--- config.mk ---
export PLATFORM = sky130hd
export DESIGN_NAME = tile_spawner_top
export DESIGN_NICKNAME = d
export VERILOG_FILES = /design/src/tile_pkg.sv /design/src/board_capture.sv /design/src/spawn_chooser.sv /design/src/board_writer.sv /design/src/tile_spawner_top.sv
export SDC_FILE = /design/constraint.sdc
export NUM_CORES = 1
export LEC_CHECK = 0
export ABC_AREA = 1
export BUFFER_PORTS_ARGS = -buffer_cell sky130_fd_sc_hd__clkbuf_2
export CORE_MARGIN = 2
export CORE_UTILIZATION = 39
export DETAILED_ROUTE_END_ITERATION = 10
export PLACE_DENSITY_LB_ADDON = 0.3
export RECOVER_POWER = 100
export SYNTH_ARGS = -nofsm -noshare
export SYNTH_HDL_FRONTEND = slang
export SYNTH_SLANG_ARGS = --single-unit
--- constraint.sdc ---
create_clock -name clock -period 4.3 [get_ports clock]
set_clock_uncertainty 0.15 [all_clocks]
set_input_delay 0 -clock clock [delete_from_list [all_inputs] [get_ports clock]]
set_output_delay 0 -clock clock [all_outputs]
set_load 0.05 [all_outputs]
--- src/tile_pkg.sv ---
package tile_pkg;

	// board geometry
	localparam int unsigned NUM_CELLS = 16;
	localparam int unsigned TILE_W = 4; // exponent bits per cell
	localparam int unsigned CELL_IDX_W = 4;
	localparam int unsigned BOARD_W = NUM_CELLS * TILE_W;

	// one cell's exponent
	typedef logic [TILE_W-1:0] tile_t;

	// cell number, cell 0 sits in the lowest bits of the board
	typedef logic [CELL_IDX_W-1:0] cell_idx_t;

	// all cells packed side by side
	typedef logic [BOARD_W-1:0] board_t;

	// game constants
	localparam tile_t EMPTY_TILE = tile_t'(0);
	localparam tile_t NEW_TILE = tile_t'(1); // spawned tile is a 2

endpackage

--- src/board_capture.sv ---
`timescale 1ns/1ps

module board_capture
(
	input logic clock,
	input logic rst_n,
	input logic load,
	input tile_pkg::board_t board_in,
	input tile_pkg::cell_idx_t rand_cell,
	input logic spawn,
	output logic cap_valid,
	output tile_pkg::board_t cap_board,
	output tile_pkg::cell_idx_t cap_rand_cell,
	output logic cap_spawn
);

	// strobe follows load by one cycle
	always_ff @(posedge clock)
	begin
		if (!rst_n)
			cap_valid <= 1'b0;
		else
			cap_valid <= load;
	end

	// request fields are held until the next load
	always_ff @(posedge clock)
	begin
		if (!rst_n)
		begin
			cap_board <= '0;
			cap_rand_cell <= '0;
			cap_spawn <= 1'b0;
		end
		else if (load)
		begin
			cap_board <= board_in;
			cap_rand_cell <= rand_cell;
			cap_spawn <= spawn;
		end
	end

	// no capture strobe without a load one cycle earlier
	a_cap_follows_load: assert property (@(posedge clock) disable iff (!rst_n)
		$past(rst_n) && cap_valid |-> $past(load))
		else $error("cap_valid raised without a preceding load");

endmodule

--- src/spawn_chooser.sv ---
`timescale 1ns/1ps

module spawn_chooser
(
	input logic clock,
	input logic rst_n,
	input logic cap_valid,
	input tile_pkg::board_t cap_board,
	input tile_pkg::cell_idx_t cap_rand_cell,
	input logic cap_spawn,
	output logic dec_valid,
	output tile_pkg::board_t dec_board,
	output logic dec_placed,
	output tile_pkg::cell_idx_t dec_cell,
	output logic dec_full
);
	import tile_pkg::*;

	tile_t cells [NUM_CELLS];
	logic [NUM_CELLS-1:0] empty_mask;
	logic rand_hit;
	logic any_empty;
	cell_idx_t first_empty;
	logic place_now;
	cell_idx_t chosen_cell;

	// split the board and flag empty cells
	always_comb
	begin
		for (int i = 0; i < NUM_CELLS; i++)
		begin
			cells[i] = cap_board[i*TILE_W +: TILE_W];
			empty_mask[i] = (cells[i] == EMPTY_TILE);
		end
	end

	assign rand_hit = empty_mask[cap_rand_cell]; // random cell is free
	assign any_empty = |empty_mask;

	// lowest numbered empty cell wins
	always_comb
	begin
		logic found;
		found = 1'b0;
		first_empty = '0;
		for (int i = 0; i < NUM_CELLS; i++)
		begin
			if (empty_mask[i] && !found)
			begin
				first_empty = cell_idx_t'(i);
				found = 1'b1;
			end
		end
	end

	assign place_now = cap_spawn && any_empty;

	always_comb
	begin
		if (!place_now)
			chosen_cell = '0;
		else if (rand_hit)
			chosen_cell = cap_rand_cell;
		else
			chosen_cell = first_empty; // fallback scan result
	end

	always_ff @(posedge clock)
	begin
		if (!rst_n)
			dec_valid <= 1'b0;
		else
			dec_valid <= cap_valid;
	end

	always_ff @(posedge clock)
	begin
		if (!rst_n)
		begin
			dec_board <= '0;
			dec_placed <= 1'b0;
			dec_cell <= '0;
			dec_full <= 1'b0;
		end
		else if (cap_valid)
		begin
			dec_board <= cap_board;
			dec_placed <= place_now;
			dec_cell <= chosen_cell;
			dec_full <= !any_empty; // reported even with spawn off
		end
	end

	// a spawn only ever targets a free cell
	a_target_empty: assert property (@(posedge clock) disable iff (!rst_n)
		dec_valid && dec_placed |->
			dec_board[int'(dec_cell)*TILE_W +: TILE_W] == EMPTY_TILE)
		else $error("spawn chosen for an occupied cell");

	// a full board never takes a tile
	a_placed_not_full: assert property (@(posedge clock) disable iff (!rst_n)
		dec_valid |-> !(dec_placed && dec_full))
		else $error("placed and full raised together");

endmodule

--- src/board_writer.sv ---
`timescale 1ns/1ps

module board_writer
(
	input logic clock,
	input logic rst_n,
	input logic dec_valid,
	input tile_pkg::board_t dec_board,
	input logic dec_placed,
	input tile_pkg::cell_idx_t dec_cell,
	input logic dec_full,
	output logic out_valid,
	output tile_pkg::board_t board_out,
	output logic placed,
	output tile_pkg::cell_idx_t placed_cell,
	output logic full
);
	import tile_pkg::*;

	logic [NUM_CELLS-1:0] wr_en;
	board_t next_board;

	// cells whose contents differ between two boards
	function automatic logic [NUM_CELLS-1:0] cell_diff(board_t a, board_t b);
		logic [NUM_CELLS-1:0] d;
		for (int i = 0; i < NUM_CELLS; i++)
			d[i] = (a[i*TILE_W +: TILE_W] != b[i*TILE_W +: TILE_W]);
		return d;
	endfunction

	// one-hot cell write enable
	always_comb
	begin
		wr_en = '0;
		if (dec_placed)
			wr_en[dec_cell] = 1'b1;
	end

	always_comb
	begin
		for (int i = 0; i < NUM_CELLS; i++)
		begin
			if (wr_en[i])
				next_board[i*TILE_W +: TILE_W] = NEW_TILE;
			else
				next_board[i*TILE_W +: TILE_W] = dec_board[i*TILE_W +: TILE_W];
		end
	end

	always_ff @(posedge clock)
	begin
		if (!rst_n)
			out_valid <= 1'b0;
		else
			out_valid <= dec_valid;
	end

	// outputs hold between strobes
	always_ff @(posedge clock)
	begin
		if (!rst_n)
		begin
			board_out <= '0;
			placed <= 1'b0;
			placed_cell <= '0;
			full <= 1'b0;
		end
		else if (dec_valid)
		begin
			board_out <= next_board;
			placed <= dec_placed;
			placed_cell <= dec_cell;
			full <= dec_full;
		end
	end

	// the write touches one cell at most
	a_one_cell: assert property (@(posedge clock) disable iff (!rst_n)
		$past(rst_n) && out_valid |->
			$countones(cell_diff(board_out, $past(dec_board))) <= 1)
		else $error("more than one cell changed");

	// and that cell is the one reported
	a_changed_is_reported: assert property (@(posedge clock) disable iff (!rst_n)
		$past(rst_n) && out_valid && placed |->
			cell_diff(board_out, $past(dec_board)) == (NUM_CELLS'(1) << placed_cell))
		else $error("changed cell differs from placed_cell");

endmodule

--- src/tile_spawner_top.sv ---
`timescale 1ns/1ps

module tile_spawner_top
(
	input logic clock,
	input logic rst_n,
	input logic load,
	input tile_pkg::board_t board_in,
	input tile_pkg::cell_idx_t rand_cell,
	input logic spawn,
	output logic out_valid,
	output tile_pkg::board_t board_out,
	output logic placed,
	output tile_pkg::cell_idx_t placed_cell,
	output logic full
);
	import tile_pkg::*;

	// capture to chooser
	logic cap_valid;
	board_t cap_board;
	cell_idx_t cap_rand_cell;
	logic cap_spawn;

	// chooser to writer
	logic dec_valid;
	board_t dec_board;
	logic dec_placed;
	cell_idx_t dec_cell;
	logic dec_full;

	board_capture board_capture_i
	(
		.clock(clock),
		.rst_n(rst_n),
		.load(load),
		.board_in(board_in),
		.rand_cell(rand_cell),
		.spawn(spawn),
		.cap_valid(cap_valid),
		.cap_board(cap_board),
		.cap_rand_cell(cap_rand_cell),
		.cap_spawn(cap_spawn)
	);

	spawn_chooser spawn_chooser_i
	(
		.clock(clock),
		.rst_n(rst_n),
		.cap_valid(cap_valid),
		.cap_board(cap_board),
		.cap_rand_cell(cap_rand_cell),
		.cap_spawn(cap_spawn),
		.dec_valid(dec_valid),
		.dec_board(dec_board),
		.dec_placed(dec_placed),
		.dec_cell(dec_cell),
		.dec_full(dec_full)
	);

	board_writer board_writer_i
	(
		.clock(clock),
		.rst_n(rst_n),
		.dec_valid(dec_valid),
		.dec_board(dec_board),
		.dec_placed(dec_placed),
		.dec_cell(dec_cell),
		.dec_full(dec_full),
		.out_valid(out_valid),
		.board_out(board_out),
		.placed(placed),
		.placed_cell(placed_cell),
		.full(full)
	);

endmodule

## Word level (Yosys, flattened, before mapping)

Index checks and enable logic that the tools add are counted.

| word-level totals | value |
|---|---|
| register bits after elaboration | 212 |
| input port bits | 72 |
| output and inout port bits | 71 |
| word-level logic and storage cells | 120 |

| operators by class | value |
|---|---|
| $lt $le $gt $ge | 3 |
| mux-type cells | 53 |
| reductions and logical operators | 50 |

Operators by type and width:

| kind | count |
|---|---|
| 2-to-1 mux 4 bit | 26 |
| zero test 4 bit | 16 |
| 2-to-1 mux 1 bit | 18 |
| logical AND 1 bit | 17 |
| zero test 1 bit | 16 |
| 2-to-1 mux 16 bit | 1 |
| OR reduction 16 bit | 1 |
| 2-to-1 mux 3 bit | 4 |
| < comparator 4 x 5 -> 1 bit, second input constant | 2 |
| binary-select mux 1 bit (select 4 bit) | 1 |
| demux 1 bit (select 4 bit) | 1 |
| greater-or-equal comparator 4 x 1 -> 1 bit, second input constant | 1 |
| 2-to-1 mux 2 bit | 2 |

## Logic depth before layout (Yosys ltp)

| logic depth | value |
|---|---|
| depth in word-level cells | 49 |
| mapped depth | 12 |
| depth with buffers taken out | 12 |

## Cells and area by module

A second synthesis with hierarchy kept.

| unflattened totals | value |
|---|---|
| cells, all modules | 1230 |
| area, all modules | 8687.1 µm² |

By module, submodules not included:

| module | times used | cells each | area an instance (µm²) | seq. area each (µm²) |
|---|---|---|---|---|
| spawn_chooser | 1 | 445 | 3146.8 | 1421.4 |
| board_capture | 1 | 440 | 2834.0 | 1401.3 |
| board_writer | 1 | 345 | 2706.3 | 1421.4 |

## Worst setup path after synthesis

OpenSTA, ideal clock, no wires.

| timing | value |
|---|---|
| path kind | flip-flop to flip-flop |
| start point | reg board_capture_i.cap_rand_cell[0] |
| end point | reg spawn_chooser_i.dec_cell[2] |
| setup time | 119 ps |
| arrival time | 1230 ps |
| required time | 4031 ps |
| slack | 2801 ps |
| stages on the path, launching flop included | 12 |
| path buffers | 1 |
| clock period less this slack | 1499 ps |
| cells stage by stage | dfxtp_1 buf_4 inv_4 nand2_1 nand3_1 nand3_1 nand3_1 nand2_4 nor2_1 nand3_1 nand2_1 a21oi_1 |

| on the way | value |
|---|---|
| cells in the longest elaborated chain, start to end | 4 |

RTL lines:

| item | line | text |
|---|---|---|
| start, declared | board_capture.sv:13 | `output tile_pkg::cell_idx_t cap_rand_cell,` |
| start signal, assigned | board_capture.sv:38 | `cap_rand_cell <= rand_cell;` |
| binary-select mux 1 bit (select 4 bit) | spawn_chooser.sv:37 | `assign rand_hit = empty_mask[cap_rand_cell];` |
| 2-to-1 mux 1 bit (not written as such) | spawn_chooser.sv:37 |  |
| 2-to-1 mux 4 bit | spawn_chooser.sv:62 | `else if (rand_hit)` |
| 2-to-1 mux 4 bit | spawn_chooser.sv:60 | `if (!place_now)` |
| end signal, assigned | spawn_chooser.sv:89 | `dec_cell <= chosen_cell;` |
| end, declared | spawn_chooser.sv:14 | `output tile_pkg::cell_idx_t dec_cell,` |

No other way between the ends. The select of a mux whose other input is x is not followed.
A chain may end at the register's enable or synchronous reset.

==> metrics.md <==
| Metric | Value |
|---|---|
| Cells after synthesis | `~1,000` |
| Clock Pin Slew Worst Setup and Hold Paths | `0.06 ns` |
| Power per cell area | `453 nW/um2` |
| DR WL/cell | `approximately 14 um` |
| Comb pwr share | `0.127` |
| DP Worst Slack | `around 2.3 ns` |
| Measured slew at the worst slew-check pin | `between 1.5 and 2 ns` |
| Starting Density | `0.397` |
| Final hold vios | `0` |
| Fillers | `2,025` |
| Mapped Avg Cell Area | `between 7 and 8 um2` |
| Full die area | `between 20,000 and 25,000 um2` |
| Hold EP | `board_capture_i.cap_board[55]$_SDFFE_PN0P_` |
| Crit end category | `flip-flop` |
| DR vias | `around 7,300` |
| Most common cell after layout, fill and taps aside | `dfxtp_1` |
| Setup CP Type | `in -> reg` |
| Share of cells above drive strength 1 | `0.110` |
| Cell internal pwr | `~3400 uW` |
| CP Launch Type | `input port` |
| N_diodes | `0` |
| H-tree depth | `1` |
| Maximum VDD drop | `roughly 0.23 mV` |
| Largest net degree at the start of global routing | `118` |
| Worst skew pair latency | `roughly 0.50 ns` |
| Antenna violations before repair | `0` |
| RD Place Congestion | `between 0.8 and 0.9` |
| P&R area growth vs syn | `27.2%` |
| Gr usage total | `0.189` |
| Clock root cell | `clkbuf_16` |
| Maximum fanout along the worst path | `80` |
| Setup Total Neg Slack | `0 ns` |
| Largest area contributor in the netlist | `dfxtp_1` |
| Clock Tree Buf Depth | `3` |
| Fin. max-slew vios | `~270` |
| Routed Antenna Nets | `0` |
| Post-Syn Nets | `~1,100` |
| Worst Reg-to-Reg Cells | `3` |
| Period utilisation layout | `0.686` |
| Detailed Route Iter0 Violations | `350` |
| Register bit total from synthesis | `212` |
| Final setup violation count | `0` |
| Slew margin rel. | `-0.316` |
| GRT overflow | `0` |
| TritonCTS clock tree | `built` |
| Maximum clock frequency | `about 340 MHz` |
| Min-Delay Path Depth | `4` |
| Cts bufs inserted | `22` |
| Drt first pass iters | `6` |
| Cell Area, Synth | `8030 um2` |
| Final WS setup | `around 1.4 ns` |
| CP Data Required Time | `~4.5 ns` |
| Top Ports | `143` |
| Number of global-route vias before repair | `slightly below 7,000` |
| Critical Path AT | `between 3 and 4 ns` |
| Core area | `between 20,000 and 25,000 um2` |
| Synth top area cells | `dfxtp_1 (53%), o21ai_0 (13%), nor2_1 (9.5%), a21oi_1 (7.2%), nand2_1 (4.8%)` |
| Worst hold-check path type | `in -> reg` |
| R2r setup slk | `around 1.7 ns` |
| FF-to-FF Start | `spawn_chooser_i.dec_valid$_SDFF_PN0_` |
| Tmin final | `2.95 ns` |
| Sequential fraction of the synthesis area | `0.529` |
| Net Switching | `roughly 1200 uW` |
| Leak pwr | `0.00428 uW` |
| Status | `finished with violations` |
| Die X-Extent | `between 100 and 150 um` |
| Post-CTS setup buffer count | `0` |
| PostCTS Resize Cnt | `0` |
| Average vias per placed instance | `between 4 and 5` |
| Nets | `~1,300` |
| Max-cap violations | `3` |
| Failing checks | `capacitance limit, slew limit` |
| Synth warn | `0` |
| Die Height | `between 100 and 150 um` |
| RSZ-0062 raised after global routing | `no` |
| Global-route wire length before repair | `33,900 um` |
| WL final | `roughly 21,000 um` |
| Most used cells in the layout excluding fill and tap cells | `dfxtp_1 (211), o21ai_0 (205), nor2_1 (204)` |
| FF-to-FF End | `board_writer_i.board_out[37]$_SDFFE_PN0P_` |
| Clk network pwr share | `0.406` |
| Rows | `52` |
| Final HPWL DP | `roughly 13,000 um` |
| DRC | `0` |
| PortBufs | `142` |
| Distinct cells, synth | `28` |
| Post-synth top area share | `0.529` |
| Seq pwr share | `0.467` |
| HP Start | `board_in[55]` |
| Sinks on Clock Net | `between 200 and 250` |
| Sw Ratio | `0.264` |
## worst max-delay path: stages
cell,delay (ns)
dlygate4sd3_1,0.52
clkbuf_2,0.09
buf_4,0.39
inv_1,0.27
clkbuf_2,0.85
nor2_1,0.37
nor2_1,0.08
dlygate4sd3_1,0.55
## cells by family (layout without fill, tap and decap cells)
family,count (synthesis),in the layout,synth area share
AOI/OAI and AO/OA,335,335,0.212
buffers and inverters,126,318,0.0622
DFF,212,212,0.529
and+or+nand+nor,374,374,0.198
## timing repair
item | in CTS | in global routing
hold buffers | 74 | 0
setup endpoints to repair | 0 | 0
endpoints found under the hold margin | 70 | 0
## state kept, by name, summed over array words and instances, names as in the netlist
name                           count
board_capture_i.cap_board         64
board_capture_i.cap_rand_cell      4
board_capture_i.cap_spawn          1
board_capture_i.cap_valid          1
board_writer_i.board_out          64
board_writer_i.full                1
board_writer_i.out_valid           1
board_writer_i.placed              1
board_writer_i.placed_cell         4
spawn_chooser_i.dec_board         64
spawn_chooser_i.dec_cell           4
spawn_chooser_i.dec_full           1
spawn_chooser_i.dec_placed         1
spawn_chooser_i.dec_valid          1
## synth_stat cells
cell type / n
nand2_1: 102
nor3_1: 3
nand3b_1: 2
nor3_2: 1
nand2_2: 7
clkdlybuf4s15_1: 1
clkbuf_1: 55
nand3_1: 36
inv_2: 3
nand2_4: 5
nand4_1: 3
nand3_2: 3
a41o_1: 1
nor2_2: 5
buf_2: 5
a31oi_1: 13
nor2_8: 1
nor2_4: 1
buf_4: 1
o21ai_0: 205
buf_6: 1
dfxtp_1: 212
nor2_1: 204
or2_0: 1
a21oi_1: 116
inv_4: 1
buf_1: 6
inv_1: 53
## layout make-up
cell class / count / area [um2] / share of cell area
inverters: 57 / 216 / 0.0212
flip-flops and latches: 212 / 4250 / 0.416
multi-input cells: 709 / 3280 / 0.322
repair buffers: 222 / 1400 / 0.137
clock inverters: 5 / 53.8 / 0.00527
clock buffers: 34 / 667 / 0.0653
well taps: 270 / 338 / 0.0331
## per-layer routing
layer | GRT usage | part of all wire | up-vias
li1 | - | - | 3822
met3 | 0.0265 | 0.044 | 28
met1 | 0.268 | 0.49 | 3292
met5 | 0 | 0 | -
met4 | 0.0418 | 0.015 | 0
met2 | 0.308 | 0.45 | 170
## metrics by stage
stage | hold slack (ns) | instances | area [um2] | power, uW | utilization
final | 0.102 | 1509 | 10200 | 4630 | 0.505
after global routing | 0.111 | 1509 | 10200 | 4820 | 0.505
after CTS | 0.00902 | 1509 | 10300 | 4680 | 0.509
after detailed placement | 0.0772 | 1396 | 8850 | 2740 | 0.437
after global placement | 0.0748 | 1396 | 8850 | 2730 | 0.437
after floorplan | -0.0151 | 1047 | 8030 | 2590 | -
## power groups by stage
stage	clock, uW	sequential [uW]	combinational, uW
2_1_floorplan	0	2290	301
3_3_place_gp	0	2200	534
3_5_place_dp	0	2200	539
4_1_cts	1920	2160	595
5_1_grt	1990	2180	653
6_report	1880	2160	588
## worst max-delay path by stage
stage	from	endpoint	slack, ns	cells past startpoint
3_5_place_dp	spawn_chooser_i.dec_valid$_SDFF_PN0_	board_writer_i.board_out[44]$_SDFFE_PN0P_	2.33	3
6_report	load	board_capture_i.cap_board[0]$_SDFFE_PN0P_	1.35	8
5_1_grt	load	board_capture_i.cap_board[0]$_SDFFE_PN0P_	1.08	8
3_3_place_gp	spawn_chooser_i.dec_valid$_SDFF_PN0_	board_writer_i.board_out[48]$_SDFFE_PN0P_	2.38	3
4_1_cts	load	board_capture_i.cap_board[0]$_SDFFE_PN0P_	2.04	8
2_1_floorplan	board_capture_i.cap_rand_cell[0]$_SDFFE_PN0P_	spawn_chooser_i.dec_cell[2]$_SDFFE_PN0P_	2.80	11
Note: power is estimated with default switching activity, not from simulation.
